$ cat config.mk
export PLATFORM = sky130hd
export DESIGN_NAME = rv_datapath
export DESIGN_NICKNAME = d
export VERILOG_FILES = /design/src/rv_pkg.sv /design/src/control_unit.sv /design/src/imm_gen.sv /design/src/reg_file.sv /design/src/alu.sv /design/src/branch_unit.sv /design/src/rv_datapath.sv
export VERILOG_INCLUDE_DIRS = /design/src
export SDC_FILE = /design/constraint.sdc
export NUM_CORES = 2
export LEC_CHECK = 0
export BUFFER_PORTS_ARGS = -buffer_cell sky130_fd_sc_hd__buf_2
export CAP_MARGIN = 20
export CORE_MARGIN = 1
export CORE_UTILIZATION = 45
export CTS_BUF_LIST = sky130_fd_sc_hd__clkbuf_16
export CTS_CLUSTER_SIZE = 8
export DETAILED_ROUTE_END_ITERATION = 10
export PLACE_DENSITY = 0.64
export SETUP_SLACK_MARGIN = 0.5
export SYNTH_ARGS = -nofsm -noshare
export SYNTH_HDL_FRONTEND = slang
export SYNTH_SLANG_ARGS = --single-unit
export TNS_END_PERCENT = 5
$ cat constraint.sdc
create_clock -name clk -period 11.2 [get_ports clk]
set_clock_uncertainty 0.2 [all_clocks]
set_input_delay 0.56 -clock clk [delete_from_list [all_inputs] [get_ports clk]]
set_output_delay 0.56 -clock clk [all_outputs]
set_load 0.01 [all_outputs]
$ cat src/rv_cfg.svh
`ifndef RV_CFG_SVH
`define RV_CFG_SVH

// datapath sizing
`define RV_XLEN      32
`define RV_REG_COUNT 32

// base opcodes, instr[6:0]
`define RV_OP_LUI    7'b0110111
`define RV_OP_AUIPC  7'b0010111
`define RV_OP_JAL    7'b1101111
`define RV_OP_JALR   7'b1100111
`define RV_OP_BRANCH 7'b1100011
`define RV_OP_LOAD   7'b0000011
`define RV_OP_STORE  7'b0100011
`define RV_OP_CAL_I  7'b0010011 // register-immediate arithmetic
`define RV_OP_CAL_R  7'b0110011 // register-register arithmetic

`endif

$ cat src/rv_pkg.sv
`include "rv_cfg.svh"

package rv_pkg;

    typedef logic [`RV_XLEN-1:0] word_t;
    typedef logic [$clog2(`RV_REG_COUNT)-1:0] reg_idx_t;

    typedef enum logic [3:0] {
        alu_add  = 4'd0,
        alu_sub  = 4'd1,
        alu_sll  = 4'd2,
        alu_slt  = 4'd3,
        alu_sltu = 4'd4,
        alu_xor  = 4'd5,
        alu_srl  = 4'd6,
        alu_sra  = 4'd7,
        alu_or   = 4'd8,
        alu_and  = 4'd9
    } alu_op_t;

    typedef logic [1:0] src_a_sel_t;
    typedef logic       src_b_sel_t;
    typedef logic [1:0] result_sel_t;
    typedef logic [1:0] jump_kind_t;

    localparam src_a_sel_t  src_a_reg   = 2'd0; // rs1
    localparam src_a_sel_t  src_a_pc    = 2'd1;
    localparam src_a_sel_t  src_a_zero  = 2'd2;
    localparam src_b_sel_t  src_b_reg   = 1'b0; // rs2
    localparam src_b_sel_t  src_b_imm   = 1'b1;
    localparam result_sel_t result_alu  = 2'd0;
    localparam result_sel_t result_load = 2'd1;
    localparam result_sel_t result_pc4  = 2'd2; // link address
    localparam jump_kind_t  jump_none   = 2'd0;
    localparam jump_kind_t  jump_jal    = 2'd1;
    localparam jump_kind_t  jump_jalr   = 2'd2;

endpackage

$ cat src/control_unit.sv
`include "rv_cfg.svh"

module control_unit (
    input  logic                [6:0] opcode,
    input  logic                [2:0] funct3,
    input  logic                [6:0] funct7,
    output logic                      reg_write,
    output rv_pkg::result_sel_t       result_sel,
    output logic                      mem_write,
    output rv_pkg::jump_kind_t        jump_kind,
    output logic                      is_branch,
    output rv_pkg::alu_op_t           alu_op,
    output rv_pkg::src_a_sel_t        src_a_sel,
    output rv_pkg::src_b_sel_t        src_b_sel
);

    // flags and operand/result selects per opcode
    always_comb begin
        reg_write  = 1'b0;
        result_sel = rv_pkg::result_alu;
        mem_write  = 1'b0;
        jump_kind  = rv_pkg::jump_none;
        is_branch  = 1'b0;
        src_a_sel  = rv_pkg::src_a_reg;
        src_b_sel  = rv_pkg::src_b_imm; // only R-type takes rs2
        case (opcode)
            `RV_OP_LUI: begin
                reg_write = 1'b1;
                src_a_sel = rv_pkg::src_a_zero; // 0 + U-imm
            end
            `RV_OP_AUIPC: begin
                reg_write = 1'b1;
                src_a_sel = rv_pkg::src_a_pc;
            end
            `RV_OP_JAL: begin
                reg_write  = 1'b1;
                result_sel = rv_pkg::result_pc4;
                jump_kind  = rv_pkg::jump_jal;
                src_a_sel  = rv_pkg::src_a_pc; // target is pc + J-imm
            end
            `RV_OP_JALR: begin
                reg_write  = 1'b1;
                result_sel = rv_pkg::result_pc4;
                jump_kind  = rv_pkg::jump_jalr; // target is rs1 + I-imm
            end
            `RV_OP_BRANCH: begin
                is_branch = 1'b1;
                src_a_sel = rv_pkg::src_a_pc; // alu builds the target, compare elsewhere
            end
            `RV_OP_LOAD: begin
                reg_write  = 1'b1;
                result_sel = rv_pkg::result_load;
            end
            `RV_OP_STORE: begin
                mem_write = 1'b1;
            end
            `RV_OP_CAL_I: begin
                reg_write = 1'b1;
            end
            `RV_OP_CAL_R: begin
                reg_write = 1'b1;
                src_b_sel = rv_pkg::src_b_reg;
            end
            default: begin
                reg_write = 1'b0; // unsupported opcode, no side effects
            end
        endcase
    end

    // funct3 picks the operation, funct7[5] splits add/sub and srl/sra
    always_comb begin
        alu_op = rv_pkg::alu_add;
        if (opcode == `RV_OP_CAL_R || opcode == `RV_OP_CAL_I) begin
            case (funct3)
                3'b000: begin
                    if (opcode == `RV_OP_CAL_R && funct7[5]) begin
                        alu_op = rv_pkg::alu_sub; // no subi
                    end
                end
                3'b001: alu_op = rv_pkg::alu_sll;
                3'b010: alu_op = rv_pkg::alu_slt;
                3'b011: alu_op = rv_pkg::alu_sltu;
                3'b100: alu_op = rv_pkg::alu_xor;
                3'b101: alu_op = funct7[5] ? rv_pkg::alu_sra : rv_pkg::alu_srl;
                3'b110: alu_op = rv_pkg::alu_or;
                default: alu_op = rv_pkg::alu_and;
            endcase
        end
    end

endmodule

$ cat src/imm_gen.sv
`include "rv_cfg.svh"

module imm_gen (
    input  rv_pkg::word_t instr,
    output rv_pkg::word_t imm
);

    logic [6:0] opcode;

    assign opcode = instr[6:0];

    // format chosen by opcode, all sign-extended from instr[31]
    always_comb begin
        case (opcode)
            `RV_OP_JALR, `RV_OP_LOAD, `RV_OP_CAL_I: begin
                imm = {{20{instr[31]}}, instr[31:20]}; // I-type
            end
            `RV_OP_STORE: begin
                imm = {{20{instr[31]}}, instr[31:25], instr[11:7]}; // S-type
            end
            `RV_OP_BRANCH: begin
                imm = {{19{instr[31]}}, instr[31], instr[7], instr[30:25],
                       instr[11:8], 1'b0}; // B-type, even offset
            end
            `RV_OP_LUI, `RV_OP_AUIPC: begin
                imm = {instr[31:12], 12'b0}; // U-type
            end
            `RV_OP_JAL: begin
                imm = {{11{instr[31]}}, instr[31], instr[19:12], instr[20],
                       instr[30:21], 1'b0}; // J-type
            end
            default: begin
                imm = '0; // R-type has no immediate
            end
        endcase
    end

endmodule

$ cat src/reg_file.sv
`include "rv_cfg.svh"

module reg_file (
    input  logic             clk,
    input  logic             reset,
    input  rv_pkg::reg_idx_t rs1_addr,
    input  rv_pkg::reg_idx_t rs2_addr,
    input  rv_pkg::reg_idx_t rd_addr,
    input  logic             rd_write,
    input  rv_pkg::word_t    rd_data,
    output rv_pkg::word_t    rs1_data,
    output rv_pkg::word_t    rs2_data
);

    rv_pkg::word_t regs [`RV_REG_COUNT];

    // single write port, x0 never written
    always_ff @(posedge clk) begin
        if (reset) begin
            for (int i = 0; i < `RV_REG_COUNT; i++) begin
                regs[i] <= '0;
            end
        end else if (rd_write && rd_addr != '0) begin
            regs[rd_addr] <= rd_data;
        end
    end

    // async reads, x0 forced to zero
    assign rs1_data = (rs1_addr == '0) ? '0 : regs[rs1_addr];
    assign rs2_data = (rs2_addr == '0) ? '0 : regs[rs2_addr];

endmodule

$ cat src/alu.sv
module alu (
    input  rv_pkg::alu_op_t op,
    input  rv_pkg::word_t   a,
    input  rv_pkg::word_t   b,
    output rv_pkg::word_t   result
);

    logic [4:0] shamt;

    assign shamt = b[4:0]; // rv32 shift amount

    always_comb begin
        case (op)
            rv_pkg::alu_add: begin
                result = a + b;
            end
            rv_pkg::alu_sub: begin
                result = a - b;
            end
            rv_pkg::alu_sll: begin
                result = a << shamt;
            end
            rv_pkg::alu_slt: begin
                result = rv_pkg::word_t'($signed(a) < $signed(b)); // 0 or 1
            end
            rv_pkg::alu_sltu: begin
                result = rv_pkg::word_t'(a < b);
            end
            rv_pkg::alu_xor: begin
                result = a ^ b;
            end
            rv_pkg::alu_srl: begin
                result = a >> shamt;
            end
            rv_pkg::alu_sra: begin
                result = rv_pkg::word_t'($signed(a) >>> shamt); // keeps sign
            end
            rv_pkg::alu_or: begin
                result = a | b;
            end
            rv_pkg::alu_and: begin
                result = a & b;
            end
            default: begin
                result = a + b; // unused encodings
            end
        endcase
    end

endmodule

$ cat src/branch_unit.sv
module branch_unit (
    input  rv_pkg::word_t      pc,
    input  rv_pkg::word_t      rs1_data,
    input  rv_pkg::word_t      rs2_data,
    input  rv_pkg::word_t      alu_result,
    input  logic         [2:0] funct3,
    input  logic               is_branch,
    input  rv_pkg::jump_kind_t jump_kind,
    output rv_pkg::word_t      next_pc
);

    logic take;

    // branch condition from funct3
    always_comb begin
        case (funct3)
            3'b000: take = (rs1_data == rs2_data); // beq
            3'b001: take = (rs1_data != rs2_data); // bne
            3'b100: take = ($signed(rs1_data) < $signed(rs2_data)); // blt
            3'b101: take = ($signed(rs1_data) >= $signed(rs2_data)); // bge
            3'b110: take = (rs1_data < rs2_data); // bltu
            3'b111: take = (rs1_data >= rs2_data); // bgeu
            default: take = 1'b0;
        endcase
    end

    // alu already holds pc+imm for branch/jal and rs1+imm for jalr
    always_comb begin
        if (jump_kind == rv_pkg::jump_jalr) begin
            next_pc = {alu_result[$bits(rv_pkg::word_t)-1:1], 1'b0};
        end else if (jump_kind == rv_pkg::jump_jal || (is_branch && take)) begin
            next_pc = alu_result;
        end else begin
            next_pc = pc + rv_pkg::word_t'(4); // fall through
        end
    end

endmodule

$ cat src/rv_datapath.sv
module rv_datapath (
    input  logic             clk,
    input  logic             reset,
    input  logic             instr_valid,
    input  rv_pkg::word_t    instr,
    input  rv_pkg::word_t    pc,
    input  rv_pkg::word_t    load_data,
    output rv_pkg::word_t    next_pc,
    output logic             mem_write,
    output rv_pkg::word_t    mem_addr,
    output rv_pkg::word_t    mem_wdata,
    output logic             rd_write,
    output rv_pkg::reg_idx_t rd_addr,
    output rv_pkg::word_t    rd_data
);

    logic                reg_write;
    rv_pkg::result_sel_t result_sel;
    logic                mem_write_raw;
    rv_pkg::jump_kind_t  jump_kind;
    logic                is_branch;
    rv_pkg::alu_op_t     alu_op;
    rv_pkg::src_a_sel_t  src_a_sel;
    rv_pkg::src_b_sel_t  src_b_sel;
    rv_pkg::word_t       imm;
    rv_pkg::reg_idx_t    rs1_addr;
    rv_pkg::reg_idx_t    rs2_addr;
    rv_pkg::word_t       rs1_data;
    rv_pkg::word_t       rs2_data;
    rv_pkg::word_t       alu_a;
    rv_pkg::word_t       alu_b;
    rv_pkg::word_t       alu_result;

    assign rs1_addr = instr[19:15];
    assign rs2_addr = instr[24:20];
    assign rd_addr  = instr[11:7];

    control_unit control_unit_i (
        .opcode     (instr[6:0]),
        .funct3     (instr[14:12]),
        .funct7     (instr[31:25]),
        .reg_write  (reg_write),
        .result_sel (result_sel),
        .mem_write  (mem_write_raw),
        .jump_kind  (jump_kind),
        .is_branch  (is_branch),
        .alu_op     (alu_op),
        .src_a_sel  (src_a_sel),
        .src_b_sel  (src_b_sel)
    );

    imm_gen imm_gen_i (
        .instr (instr),
        .imm   (imm)
    );

    reg_file reg_file_i (
        .clk      (clk),
        .reset    (reset),
        .rs1_addr (rs1_addr),
        .rs2_addr (rs2_addr),
        .rd_addr  (rd_addr),
        .rd_write (rd_write),
        .rd_data  (rd_data),
        .rs1_data (rs1_data),
        .rs2_data (rs2_data)
    );

    // operand muxes
    always_comb begin
        case (src_a_sel)
            rv_pkg::src_a_reg: alu_a = rs1_data;
            rv_pkg::src_a_pc:  alu_a = pc;
            default:           alu_a = '0; // lui
        endcase
    end

    assign alu_b = (src_b_sel == rv_pkg::src_b_reg) ? rs2_data : imm;

    alu alu_i (
        .op     (alu_op),
        .a      (alu_a),
        .b      (alu_b),
        .result (alu_result)
    );

    branch_unit branch_unit_i (
        .pc         (pc),
        .rs1_data   (rs1_data),
        .rs2_data   (rs2_data),
        .alu_result (alu_result),
        .funct3     (instr[14:12]),
        .is_branch  (is_branch),
        .jump_kind  (jump_kind),
        .next_pc    (next_pc)
    );

    // write-back source
    always_comb begin
        case (result_sel)
            rv_pkg::result_load: rd_data = load_data;
            rv_pkg::result_pc4:  rd_data = pc + rv_pkg::word_t'(4); // link
            default:             rd_data = alu_result;
        endcase
    end

    assign mem_addr  = alu_result;
    assign mem_wdata = rs2_data;

    // strobes only fire for a valid instruction
    assign mem_write = mem_write_raw & instr_valid;
    assign rd_write  = reg_write & instr_valid;

endmodule

==> impl_metrics.yaml <==
timing:
  rsz0062_at_grt: "no"
  final.period_utilization_pct: 85.0
  drv_slew: 0
  setup_viol: 0
  slew_headroom_pct: 7.72
  setup-tns-final_ps: 0
  max_slew.worst_pin.slew_ps: 1350
  fmaxAchievable_mhz: 105
  min_period_ps: 9520
  finalHoldViolCount: 0
power_and_ir_drop:
  combPwrFrac_pct: 22.3
  p_per_area_nw_per_um2: 146
  p_clk_share_pct: 36.7
  ir_drop_uv: 157
  p_seq_share_pct: 41.1
  p_sw_share_pct: 31.2
  internal_power_mw: 7.42
  p_leak_nw: 27.5
  p_sw_mw: 3.36
worst_setup_path:
  crit_family: "compound AO/OA/AOI/OAI gates"
  r2r-start: "reg_file_i.regs[29][6]$_SDFFCE_PN0P_"
  crit_path_start_kind: "input port"
  reg2reg_to: "reg_file_i.regs[22][23]$_SDFFCE_PN0P_"
  critPathCaptureType: "output port"
  arrival_ps: 8760
  cp_num_buf_inv: 3
  crit_fanout: 63
  ff2ff_path_depth: 20
  rrSetupSlack_ps: 3330
  cp_slowest_stage_delay_ps: 770
  path_cells: "buf_8, buf_4, mux4_2, mux4_2, mux2i_1, nor2_1, a221oi_1, ha_1, nand2_1, nor2_1, o2111ai_1, a311o_1, and2_1, o21ai_0, a31oi_1, xnor2_1, a211oi_1, o211ai_1, and2_1, buf_2"
  cp_slowest_cell: "buf_4"
  critical_path_required_ps: 10440
  path_class: "in -> out"
placement:
  portBuffers: 233
  dp.cells: 7398
  place_congestion: 1.12
  place_hpwl_mm: 203
floorplan:
  core_um2: 146000
  initial_core_util_pct: 45.5
  die_h_um: 387
  chipWidth_um: 387
  ios: 234
  row_count: 140
  die_area_um2: 150000
hold_path:
  hp-start: "reset"
  holdPathStages: 1
  min_to: "reg_file_i.regs[0][26]$_SDFFCE_PN0P_"
  hold_path.class: "in -> reg"
global_route:
  overflow: 0
  antenna_found_initial: 17
  grt_pass1_vias: 53862
  grt_usage_pct: 40.6
  grt_max_degree: 103
  grt_pass1_wl_mm: 424
cts:
  postCtsHoldBufs: 0
  cts.sink_count: 1024
  post_cts_buffers: 0
  cts_root_buf: "clkbuf_16"
  htree_levels: 4
  clk_pin_slew_worst_paths_ps: 50
  cts_tree: "built"
  clkLatencyLatePin_ps: 780
  cts_buffers: 146
  ctsResizeCount: 0
  clock_path_buffers: 3
detailed_routing:
  firstDrtPassIters: 8
  vias: 56353
  via_per_inst: 7.45
  wl_per_cell_um: 41.1
  drc: 0
  drtIter0Drc: 9213
  ant_nets: 0
  wirelength_mm: 311
logic_synthesis:
  syn_avg_cell_area_um2: 12.0
  ys.flop_type: "edfxtp_1"
  synthCells: 5580
  ys_ff_latch: 1024
  syn-cell-area_um2: 66700
  ys_types: 111
  synthArstFlopShare_pct: 0
  ys_warn_count: 0
  yosysSeqAreaShare_pct: 46.1
  synth_edf_count: 1024
cells_and_area:
  fillers: 12686
  fin_nets: 5864
  regMostFlops: "reg_file_i.regs"
  drive_gt1_share_pct: 23.8
  area_growth_pct: 10.7
  largestRegisters: "reg_file_i.regs: 1024 flops"
  final_cells: 7565
  fin_util_pct: 50.4
  layout_commonest_cell: "edfxtp_1"
  final_cell_mix: "1024 x edfxtp_1, 932 x nor2_1, 479 x mux4_2"
  largest_reg_flops: 1024
status:
  status: "complete, no violations"
run:
  drv_cap: 0
-- final cells by class --
cell class                 instances  area, µm²  share of cell area (%)
antenna                            2       5.00                 0.00678
clock buffer                     148       3700                    5.01
clock inverter                    15        158                   0.213
inverter                         167        627                   0.849
multi-input combinational       3831      33200                    44.9
sequential                      1024      30700                    41.6
tap                             1917       2400                    3.25
timing repair buffer             461       3030                    4.11
-- Yosys cell counts (34+ instances only) --
cell type	instances	area (µm²)
o22ai_1	56	350
a21oi_1	224	1120
nand3_1	53	265
a22o_1	71	622
clkbuf_1	357	1340
o221ai_1	42	368
buf_4	34	255
inv_1	157	589
nor3_1	114	571
o211ai_1	50	375
and3b_1	48	420
a2111oi_0	68	596
nand2_1	205	769
mux2i_1	246	2460
a211oi_1	88	661
a211o_1	46	403
mux4_2	479	10800
buf_1	40	150
o21ai_0	135	676
ha_1	132	1650
nand2b_1	51	319
edfxtp_1	1024	30700
and3_1	38	238
buf_2	124	621
a211oi_2	35	438
nor2_1	937	3520
a22oi_1	55	413
-- worst reg2reg max path: cells and delay by family, from the launching register on --
kind	cells	cell delay, ps
simple gates	3	570
mux	3	1630
flops	1	390
buf+inv	3	800
fa+ha+maj	1	510
compound gates	10	3470
-- stage by stage --
step	hold WS [ps]	instance area, µm²	setup WS [ps]	power (mW)
2_1_floorplan	751	66800	3040	5.83
4_1_cts	24.6	73800	2000	10.6
6_report	54.7	73900	1680	10.8
3_5_place_dp	827	70000	2020	6.77
3_3_place_gp	826	70000	1990	6.75
5_1_grt	34.5	73900	1530	11.0
-- metal layers --
metal  track usage (%)  wire (µm)
met1              49.0     104000
met2              59.8     134000
met3              14.9      45800
met4              28.9      27000
met5              1.05        362
-- power groups by stage --
stage	clock (mW)	sequential, mW	combinational [mW]
floorplan	0	4.46	1.36
global placement	0	4.48	2.27
detailed placement	0	4.49	2.28
CTS	3.94	4.42	2.29
global route	4.08	4.43	2.45
finish	3.95	4.42	2.40
-- cells by family (layout without fill, tap and decap cells) --
family,Yosys count,count (layout),synth area share [%]
and+or+nand+nor,1610,1610,10.8
AOI/OAI and AO/OA,1253,1253,14.4
DFF,1024,1024,46.1
buffers and inverters,756,791,5.09
muxes,750,750,20.3
adders and majority gates,134,134,2.54
xor gates and xnor gates,52,52,0.683
other,1,34,0.00562
-- worst max path at each step --
stage	startpoint	endpoint	slack [ps]	depth (start not counted)
floorplan	instr[20]	rd_data[31]	3040	29
global placement	instr[20]	rd_data[28]	1990	20
detailed placement	instr[20]	rd_data[28]	2020	20
CTS	instr[20]	rd_data[28]	2000	20
global route	instr[20]	rd_data[28]	1530	20
finish	instr[20]	rd_data[28]	1680	20
Note: power is estimated with default switching activity, not from simulation.
